**src/include/fb_params.svh**
```systemverilog
/* framebuffer geometry and colour depth, included by every file that sizes
   coordinates, pixel byte indices or colour values */
`ifndef FB_PARAMS_SVH
`define FB_PARAMS_SVH

// framebuffer size in pixels
`define FB_COLUMNS 16
`define FB_ROWS 8

// colour depth, the design supports 1 to 4 bytes per pixel
`define BYTES_PER_PIXEL 2
`define COLOR_BITS (`BYTES_PER_PIXEL * 8)

// address widths derived from the geometry
`define COL_BITS $clog2(`FB_COLUMNS)
`define ROW_BITS $clog2(`FB_ROWS)

// byte index within a pixel, kept at least one bit wide for single-byte pixels
`define PIX_BITS ((`BYTES_PER_PIXEL > 1) ? $clog2(`BYTES_PER_PIXEL) : 1)

`endif

```
**src/hw/fb_types_pkg.sv**
```systemverilog
/* data types that describe framebuffer contents: coordinates, fill rectangles
   and the byte write that the fill engine hands to the RAM */
`include "fb_params.svh"

package fb_types_pkg;

    // one pixel position in the framebuffer
    typedef struct packed {
        logic [`ROW_BITS-1:0] row;
        logic [`COL_BITS-1:0] column;
    } fb_coord_t;

    // width and height carry one extra bit so a full-screen rectangle fits
    typedef struct packed {
        logic [`COL_BITS-1:0]   x1;
        logic [`ROW_BITS-1:0]   y1;
        logic [`COL_BITS:0]     width;
        logic [`ROW_BITS:0]     height;
        logic [`COLOR_BITS-1:0] color;
    } fill_rect_t;

    // a single byte store into the framebuffer
    typedef struct packed {
        fb_coord_t            coord;
        logic [`PIX_BITS-1:0] pixel;
        logic [7:0]           data;
        logic                 write_enable;
    } fb_write_t;

endpackage

```
**src/hw/gfx_cmd_pkg.sv**
```systemverilog
/* command and control types of the fill unit: host register map and the
   states of the fill engine */
package gfx_cmd_pkg;

    // host register addresses, a write to REG_GO launches the fill
    typedef enum logic [2:0] {
        REG_X1     = 3'd0,
        REG_Y1     = 3'd1,
        REG_WIDTH  = 3'd2,
        REG_HEIGHT = 3'd3,
        REG_COLOR  = 3'd4,
        REG_GO     = 3'd5
    } reg_addr_e;

    // fill engine states
    typedef enum logic [1:0] {
        ST_PRIME    = 2'd0,
        ST_WRITE    = 2'd1,
        ST_WAIT_ACK = 2'd2
    } fill_state_e;

endpackage

```
**src/hw/fill_regs.sv**
```systemverilog
`timescale 1ns/1ps
/* host register block of the fill unit, holds the rectangle and turns a GO
   write into the run level that keeps the engine going until acknowledged */
`include "fb_params.svh"

module fill_regs
    import fb_types_pkg::*;
    import gfx_cmd_pkg::*;
(
    input  logic        clk,
    input  logic        reset,
    input  logic        reg_write,
    input  reg_addr_e   reg_addr,
    input  logic [15:0] reg_data,
    input  logic        ack,
    input  logic        engine_done,
    output fill_rect_t  rect,
    output logic        run,
    output logic        busy
);
    logic accept;

    // while a fill is running the host cannot touch the rectangle or relaunch
    assign accept = reg_write && !run;

    // run rises after GO and falls once the host acknowledges the finished fill
    always_ff @(posedge clk) begin
        if (reset) begin
            run <= 1'b0;
        end else if (accept && reg_addr == REG_GO) begin
            run <= 1'b1;
        end else if (ack && engine_done) begin
            run <= 1'b0;
        end
    end

    // the unit counts as busy for exactly the span of run
    assign busy = run;

    // rectangle fields, narrower fields take the low bits of the host data
    always_ff @(posedge clk) begin
        if (accept) begin
            case (reg_addr)
                REG_X1: begin
                    rect.x1 <= reg_data[`COL_BITS-1:0];
                end
                REG_Y1: begin
                    rect.y1 <= reg_data[`ROW_BITS-1:0];
                end
                REG_WIDTH: begin
                    rect.width <= reg_data[`COL_BITS:0];
                end
                REG_HEIGHT: begin
                    rect.height <= reg_data[`ROW_BITS:0];
                end
                REG_COLOR: begin
                    // colours wider than 16 bits are shifted in, high half first
                    rect.color <= (`COLOR_BITS)'({rect.color, reg_data});
                end
                default: begin
                    rect <= rect;
                end
            endcase
        end
    end

endmodule

```
**src/hw/fill_area_engine.sv**
```systemverilog
`timescale 1ns/1ps
/* fill engine, walks a rectangle from its far corner back to the origin and
   presents one framebuffer byte write per cycle in which step is high */
`include "fb_params.svh"

module fill_area_engine
    import fb_types_pkg::*;
    import gfx_cmd_pkg::*;
(
    input  logic       clk,
    input  logic       reset,
    input  logic       run,
    input  logic       step,
    input  logic       ack,
    input  fill_rect_t rect,
    output fb_write_t  wr,
    output logic       access_toggle,
    output logic       done
);
    localparam logic [`PIX_BITS-1:0] last_pixel = (`PIX_BITS)'(`BYTES_PER_PIXEL - 1);

    fill_state_e          state;
    logic [`ROW_BITS-1:0] row;
    logic [`COL_BITS-1:0] column;
    logic [`COL_BITS-1:0] far_column;
    logic [`PIX_BITS-1:0] pixel;
    logic                 write_enable;

    // far corner sums are one bit wider, only the low bits address the RAM
    logic [`COL_BITS:0]   far_column_sum;
    logic [`ROW_BITS:0]   far_row_sum;
    logic                 at_origin;
    logic [7:0]           color_byte;

    assign far_column_sum = {1'b0, rect.x1} + rect.width - 1'b1;
    assign far_row_sum = {1'b0, rect.y1} + rect.height - 1'b1;

    // the byte at the origin with index 0 is the last one of the fill
    assign at_origin = (row == rect.y1) && (column == rect.x1) && (pixel == '0);

    // byte b of a pixel carries colour bits 8b+7 down to 8b
    assign color_byte = rect.color[{pixel, 3'b000} +: 8];

    assign wr = '{
        coord: '{row: row, column: column},
        pixel: pixel,
        data: color_byte,
        write_enable: write_enable
    };

    always_ff @(posedge clk) begin
        if (reset) begin
            state <= ST_PRIME;
            row <= '0;
            column <= '0;
            far_column <= '0;
            pixel <= '0;
            write_enable <= 1'b0;
            access_toggle <= 1'b0;
            done <= 1'b0;
        end else begin
            case (state)
                ST_PRIME: begin
                    if (run && step) begin
                        row <= far_row_sum[`ROW_BITS-1:0];
                        column <= far_column_sum[`COL_BITS-1:0];
                        far_column <= far_column_sum[`COL_BITS-1:0];
                        pixel <= last_pixel;
                        write_enable <= 1'b1;
                        state <= ST_WRITE;
                    end
                end
                ST_WRITE: begin
                    if (step) begin
                        // the RAM takes the current byte on this edge
                        access_toggle <= ~access_toggle;
                        if (at_origin) begin
                            write_enable <= 1'b0;
                            done <= 1'b1;
                            state <= ST_WAIT_ACK;
                        end else if (pixel != '0) begin
                            pixel <= pixel - 1'b1;
                        end else begin
                            pixel <= last_pixel;
                            if (column == rect.x1) begin
                                column <= far_column;
                                row <= row - 1'b1;
                            end else begin
                                column <= column - 1'b1;
                            end
                        end
                    end
                end
                ST_WAIT_ACK: begin
                    // ack is a single pulse, so this state does not pause on step
                    if (ack) begin
                        done <= 1'b0;
                        state <= ST_PRIME;
                    end
                end
                default: begin
                    state <= ST_PRIME;
                end
            endcase
        end
    end

endmodule

```
**src/hw/frame_ram.sv**
```systemverilog
`timescale 1ns/1ps
/* byte-wide framebuffer memory, written by the fill engine and read back
   combinationally by pixel position and byte index */
`include "fb_params.svh"

module frame_ram
    import fb_types_pkg::*;
(
    input  logic                 clk,
    input  logic                 step,
    input  fb_write_t            wr,
    input  fb_coord_t            rd_coord,
    input  logic [`PIX_BITS-1:0] rd_pixel,
    output logic [7:0]           rd_data
);
    // one byte per row, column and byte index of a pixel
    logic [7:0] mem [`FB_ROWS][`FB_COLUMNS][`BYTES_PER_PIXEL];

    // a write lands only on edges where the engine is stepping
    always_ff @(posedge clk) begin
        if (wr.write_enable && step) begin
            mem[wr.coord.row][wr.coord.column][wr.pixel] <= wr.data;
        end
    end

    assign rd_data = mem[rd_coord.row][rd_coord.column][rd_pixel];

endmodule

```
**src/hw/gfx_fill_top.sv**
```systemverilog
`timescale 1ns/1ps
/* top level of the rectangle fill unit, host registers steer the fill engine
   which writes into the framebuffer RAM */
`include "fb_params.svh"

module gfx_fill_top
    import fb_types_pkg::*;
    import gfx_cmd_pkg::*;
(
    input  logic                 clk,
    input  logic                 reset,
    input  logic                 reg_write,
    input  reg_addr_e            reg_addr,
    input  logic [15:0]          reg_data,
    input  logic                 ack,
    input  logic                 step,
    input  fb_coord_t            rd_coord,
    input  logic [`PIX_BITS-1:0] rd_pixel,
    output logic [7:0]           rd_data,
    output logic                 busy,
    output logic                 done,
    output logic                 access_toggle
);
    fill_rect_t rect;
    fb_write_t  wr;
    logic       run;

    fill_regs regs0 (
        .clk         (clk),
        .reset       (reset),
        .reg_write   (reg_write),
        .reg_addr    (reg_addr),
        .reg_data    (reg_data),
        .ack         (ack),
        .engine_done (done),
        .rect        (rect),
        .run         (run),
        .busy        (busy)
    );

    fill_area_engine engine0 (
        .clk           (clk),
        .reset         (reset),
        .run           (run),
        .step          (step),
        .ack           (ack),
        .rect          (rect),
        .wr            (wr),
        .access_toggle (access_toggle),
        .done          (done)
    );

    frame_ram ram0 (
        .clk      (clk),
        .step     (step),
        .wr       (wr),
        .rd_coord (rd_coord),
        .rd_pixel (rd_pixel),
        .rd_data  (rd_data)
    );

endmodule

```
**config.mk**
```make
export PLATFORM = sky130hd
export DESIGN_NAME = gfx_fill_top
export DESIGN_NICKNAME = d
export VERILOG_FILES = /design/src/hw/fb_types_pkg.sv /design/src/hw/gfx_cmd_pkg.sv /design/src/hw/fill_regs.sv /design/src/hw/fill_area_engine.sv /design/src/hw/frame_ram.sv /design/src/hw/gfx_fill_top.sv
export VERILOG_INCLUDE_DIRS = /design/src /design/src/include
export SDC_FILE = /design/constraint.sdc
export NUM_CORES = 2
export LEC_CHECK = 0
export ABC_AREA = 1
export BUFFER_PORTS_ARGS = -buffer_cell sky130_fd_sc_hd__buf_2
export CAP_MARGIN = 20
export CORE_MARGIN = 4
export CORE_UTILIZATION = 40
export DETAILED_ROUTE_END_ITERATION = 10
export GPL_TIMING_DRIVEN = 0
export PLACE_DENSITY_LB_ADDON = 0.12
export SLEW_MARGIN = 20
export SYNTH_ARGS = -nofsm -noshare
export SYNTH_HDL_FRONTEND = slang
export SYNTH_SLANG_ARGS = --single-unit
```
**constraint.sdc**
```tcl
create_clock -name clk -period 4.3 [get_ports clk]
set_input_delay 0.215 -clock clk [delete_from_list [all_inputs] [get_ports clk]]
set_output_delay 0.215 -clock clk [all_outputs]
set_load 0.02 [all_outputs]
```
* After elaboration in Yosys (flattened, before gate mapping) *
Memories as Yosys holds them, arrays and structs flattened.
Cells that the tools add are included.

cells by class
  add/sub/neg operators = 7
  $lt $le $gt $ge = 6
  equal/unequal tests = 16
  shift-type cells = 1
  multiplexer cells = 43
  bitwise gates (word level) = 6
  reduce and logical (&&, ||, !) cells = 28

operators with widths
  operator               number
  $mux W256              1
  $bmux W16 S4           1
  $demux W16 S4          1
  $mux W16               3
  $mux W8                4
  $mux W4                5
  $reduce_and A4 Y1      4
  $shiftx A16 B5 Y8      1
  $mux W3                5
  $reduce_and A2 Y1      7
  $mux W1                12
  $ge A5 B5 Y1 const B   2
  $not A4 Y5             2
  $logic_and A1 B1 Y1    9
  $demux W8 S1           1
  $mux W2                4
  $ne A2 B2 Y1 const B   4
  $pmux W4 S2            1
  $sub A4 B1 Y4 const B  2
  $eq A3 B2 Y1 const B   2
  $eq A3 B3 Y1 const B   2
  $ne A2 B1 Y1 const B   3
  $pmux W1 S2            3
  $pmux W2 S3            1
  other kinds (21)       27

word-level totals
  bits in registers = 48
  bits in writable memories = 2048
  input bits = 32
  output and inout bits = 11
  word-level logic and storage cells = 122
  memories kept = 1

memory list
  memory    words  width  read ports  clocked after Yosys merged registers in  wr ports  RTL line         text
  ram0.mem  8      256    1           0                                        1         frame_ram.sv:17  logic [7:0] mem [`FB_ROWS][`FB_COLUMNS][`BYTES_PER_PIXEL];

* Logic depth before layout (Yosys ltp) *
  word-level depth = 8
  depth in mapped cells = 15
  mapped depth without buffers = 11

* Cells and area by module *
From an unflattened synthesis, not the netlist that was laid out.

unflattened totals
  cell total of the unflattened synthesis = 7224
  area total of the unflattened synthesis = 85618.4 um^2

by module, submodules not included
  module            instances  cells each  area each (um^2)  sequential area each (um^2)
  frame_ram         1          6965        83174.8           61499.0
  fill_area_engine  1          209         1386.3            340.3
  fill_regs         1          50          1057.3            980.9

* Least setup slack after synthesis *
OpenSTA, ideal clock, no wires.

  path kind = register -> register
  start point = register engine0.pixel
  end point = memory ram0.mem[0][0] (netlist name), data pin
  library setup time = 0.822 ns
  data arrival time = 3.718 ns
  required time = 3.478 ns
  slack = -0.240 ns
  stages on the path, launching flop included = 5
  path buffers = 1
  clock period less this slack = 4.540 ns
  cells stage by stage = dfxtp_1 > inv_1 > clkbuf_1 > nand2_1 > nand2_1

between the ends
  longest elaborated chain between the ends = 1

RTL lines
  element                          RTL line                text
  from (decl)                      fill_area_engine.sv:26  logic [`PIX_BITS-1:0] pixel;
  from (signal assigned)           fill_area_engine.sv:68  pixel <= last_pixel;
  from (signal assigned)           fill_area_engine.sv:82  pixel <= pixel - 1'b1;
  from (signal assigned)           fill_area_engine.sv:84  pixel <= last_pixel;
  $shiftx A16 B5 Y8                fill_area_engine.sv:42  assign color_byte = rect.color[{pixel, 3'b000} +: 8];
  named net engine0.color_byte[0]  fill_area_engine.sv:33  logic [7:0] color_byte;
  to (decl)                        frame_ram.sv:17

The timed path passes the listed nets, and every way through them passes these cells.

* Worst setup path in the final report *
  start point = input rd_coord[5] (netlist name)
  end point = output rd_data[5]

between the ends
  longest elaborated chain between the ends = 7

RTL lines
  element                                       RTL line            text
  from (decl)                                   gfx_fill_top.sv:17  input fb_coord_t rd_coord,
  $mem_v2 Z8 W256                               -
  $bmux W16 S4                                  frame_ram.sv:26     assign rd_data = mem[rd_coord.row][rd_coord.column][rd_pixel];
  $mux W16 (not written as such) (2 in series)  frame_ram.sv:26
  $mux W8 (not written as such) (3 in series)   frame_ram.sv:26
  to (decl)                                     gfx_fill_top.sv:19  output logic [7:0] rd_data,

No other way between the ends. The select of a mux whose other input is x is not followed.

==> insert_results.sql <==
INSERT INTO impl_metrics (metric_group, metric, value, unit) VALUES
('synthesis', 'post_synth_xor_area_fraction', '0.113', '%'),
('hold_path', 'worst_hold_path.num_cells', '2', ''),
('drt', 'detail_route.first_pass.iterations', '6', ''),
('synthesis', 'synthMuxAreaShare', '0', '%'),
('cells_and_area', 'multiInputGateArea', '20200', 'um2'),
('pwr', 'netSwitchingFraction', '28.2', '%'),
('timing', 'drv_slew', '0', ''),
('synthesis', 'synthAdderAreaFrac', '0.214', '%'),
('cells_and_area', 'design.final.nets', '7597', ''),
('synthesis', 'syn-mean-instance-area', '11.8', 'um2'),
('pwr', 'clkPwrFrac', '36.8', '%'),
('drt', 'final_antenna_net_count', '0', ''),
('status', 'outcome', 'finished, final reports clean', ''),
('clock_tree', 'worstSkewPairLatency', '870', 'ps'),
('place', 'port-buffer-count', '35', ''),
('clock_tree', 'root_buffer', 'clkbuf_16', ''),
('place', 'detailedPlacementHpwl', '223000', 'um'),
('place', 'dpl_worst_slack', '279', 'ps'),
('drt', 'via_count', '60600', ''),
('setup_path', 'path_max_fanout', '10', ''),
('pwr', 'seqPwrFrac', '48.6', '%'),
('grt', 'grt_max_degree', '97', ''),
('timing', 'final.setup_skew', '27.0', 'ps'),
('setup_path', 'cp-start-kind', 'primary input', ''),
('setup_path', 'timing.critical_path.cells', 'buf_2, clkbuf_1, buf_2, nand3_1, nand3_1, nand3_1, nand3_1, nand3_1, nand3_1, nand2_1, nand2_1, nand2_1, buf_2', ''),
('grt', 'globalRouteOverflowTotal', '0', ''),
('timing', 'final.min_clock_period', '4220', 'ps'),
('synthesis', 'synthDistinctLibCells', '25', ''),
('die', 'core.rowCount', '169', ''),
('die', 'top_level_ports', '43', ''),
('pwr', 'powerDensity', '505', 'nW/um2'),
('timing', 'hold_ws', '54.2', 'ps'),
('synthesis', 'combinational_family_with_the_most_area_after_synthesis', 'simple AND/OR/NAND/NOR gates', ''),
('clock_tree', 'postCtsSetupBuffers', '0', ''),
('place', 'gpl.final_weighted_congestion', '0.964', ''),
('timing', 'worstMarginPinSlew', '1210', 'ps'),
('setup_path', 'worst_ep_required_time', '4090', 'ps'),
('setup_path', 'critPathMostFrequentCell', 'nand3_1', ''),
('setup_path', 'cpPeakStageDelay', '930', 'ps'),
('setup_path', 'cp_data_arrival_time', '4000', 'ps'),
('synthesis', 'synthCells', '7215', ''),
('die', 'dieArea', '221000', 'um2'),
('pwr', 'ir_worst_vdd', '418', 'uV'),
('timing', 'timing.final.hold_violations', '0', ''),
('clock_tree', 'cts_sinks', '2096', ''),
('timing', 'max_slew_margin', '19.4', '%'),
('cells_and_area', 'seq_area', '62800', 'um2'),
('grt', 'gr-usage-all-layers', '28.5', '%'),
('setup_path', 'path_buf_inv', '4', ''),
('clock_tree', 'htree_num_levels', '4', ''),
('drt', 'route.detailed.vias_per_inst', '5.74', ''),
('pwr', 'power.total', '49.3', 'mW'),
('grt', 'grt_first_pass_wirelength', '443000', 'um'),
('timing', 'period_share', '98.1', '%'),
('timing', 'finalSetupViolCount', '0', ''),
('synthesis', 'synth.cell_area', '85300', 'um2'),
('setup_path', 'r2r.worst_path.cells', '6', ''),
('timing', 'min_setup_slack_post_route', '80.9', 'ps'),
('synthesis', 'synth_compound_area_share', '0.229', '%'),
('pwr', 'combinationalPowerShare', '14.5', '%'),
('drt', 'dr.first_iter.drc_count', '8320', ''),
('cells_and_area', 'mostFrequentLayoutCell', 'nand2_1', ''),
('synthesis', 'yosys.area_share.simple', '22.9', '%'),
('drt', 'drt_drc_violations_left', '0', ''),
('die', 'floorplan.die.width', '470', 'um'),
('cells_and_area', 'final_cell_mix', 'nand2_1 (2,174), edfxtp_1 (2,078), nand3_1 (2,028), buf_2 (322), nor2_1 (301)', ''),
('grt', 'first_global_vias', '56400', ''),
('pwr', 'internal_power', '35.4', 'mW'),
('synthesis', 'synth.net_count', '7261', ''),
('run', 'timing.max_cap.violations', '0', ''),
('synthesis', 'sequential_element_share_of_the_synthesized_area', '73.5', '%');
-- synthesized netlist by cell type, drive strengths merged --
cell type | number | area (um2)
a21oi | 14 | 70.1
a22oi | 1 | 7.51
buf | 373 | 1970
clkbuf | 107 | 402
dfxtp | 18 | 360
edfxtp | 2078 | 62400
fa | 1 | 20.0
ha | 13 | 163
inv | 51 | 194
nand2 | 2183 | 8200
nand3 | 2029 | 10200
nor2 | 304 | 1150
nor3 | 8 | 40.0
o211ai | 1 | 7.51
o21ai | 22 | 110
or2 | 1 | 6.26
xnor2 | 4 | 35.0
xor2 | 7 | 61.3
-- flip-flops by register name, summed over array words and instances (netlist names) --
register               count
engine0.access_toggle      1
engine0.far_column         4
engine0.pixel              1
engine0.row                3
ram0.mem                2048
engine0.done               1
regs0.busy                 1
engine0.column             4
engine0.write_enable       1
engine0.state              2
regs0.rect                30
-- path summary, 6_finish.rpt --
kind                            to  slack [ps]                   from
max                     rd_data[5]          80            rd_coord[5]
min                 regs0.rect[10]          50           reg_data[10]
max reg2reg       ram0.mem[3][216]         650         engine0.row[2]
min reg2reg  engine0.far_column[2]         490  engine0.far_column[2]
-- through the flow --
stage	setup TNS [ps]	std cells	utilization (%)	cell area, um2
finish	0	10600	46.0	97500
floorplan	0	7215	-	85400
global route	0	10600	46.0	97500
global placement	-4309960	10100	42.0	89100
CTS	0	10600	46.0	97500
detailed placement	0	10100	42.7	90500
-- power by group through the flow --
stage          Combinational (mW)  Sequential [mW]  Clock (mW)
3_5_place_dp                 7.01             24.4           0
2_1_floorplan                2.65             24.6           0
5_1_grt                      7.35             24.0        19.1
6_report                     7.16             24.0        18.1
3_3_place_gp                 6.09             25.1           0
4_1_cts                      7.04             23.9        18.3
-- repair_timing --
action / in CTS / in global routing
resized for setup: 0 / 0
endpoints found under the hold margin: 73 / 0
setup endpoints to repair: 0 / 0
hold buffers: 28 / 0
-- cells by family (layout without fill, tap and decap cells) --
family,count (synthesis),in the layout
other cells,0,10
buf+inv,531,1050
fa+ha+maj,14,14
simple gates,4525,4525
xor+xnor,11,11
compound gates,38,38
flops,2096,2096
-- area by class of cell --
class | instances | share of cell area [%]
Antenna cell | 10 | 0.0257
Inverter | 51 | 0.199
Tap cell | 2821 | 3.62
Buffer | 480 | 2.48
Clock buffer | 277 | 5.93
Clock inverter | 128 | 0.933
Multi-Input combinational cell | 4588 | 20.7
Sequential cell | 2096 | 64.4
Timing Repair Buffer | 114 | 1.79
-- metal layers --
layer / global-route usage [%] / vias to the layer above / part of all wire [%] / wire length (um)
met5: 0 / - / 0.0043 / 14
met4: 11.8 / 2 / 4.9 / 15800
met3: 5.10 / 601 / 9.6 / 31200
met2: 44.2 / 3260 / 45 / 145000
met1: 39.7 / 30400 / 40 / 131000
li1: - / 26400 / - / -
(Power assumes the default switching activity.)
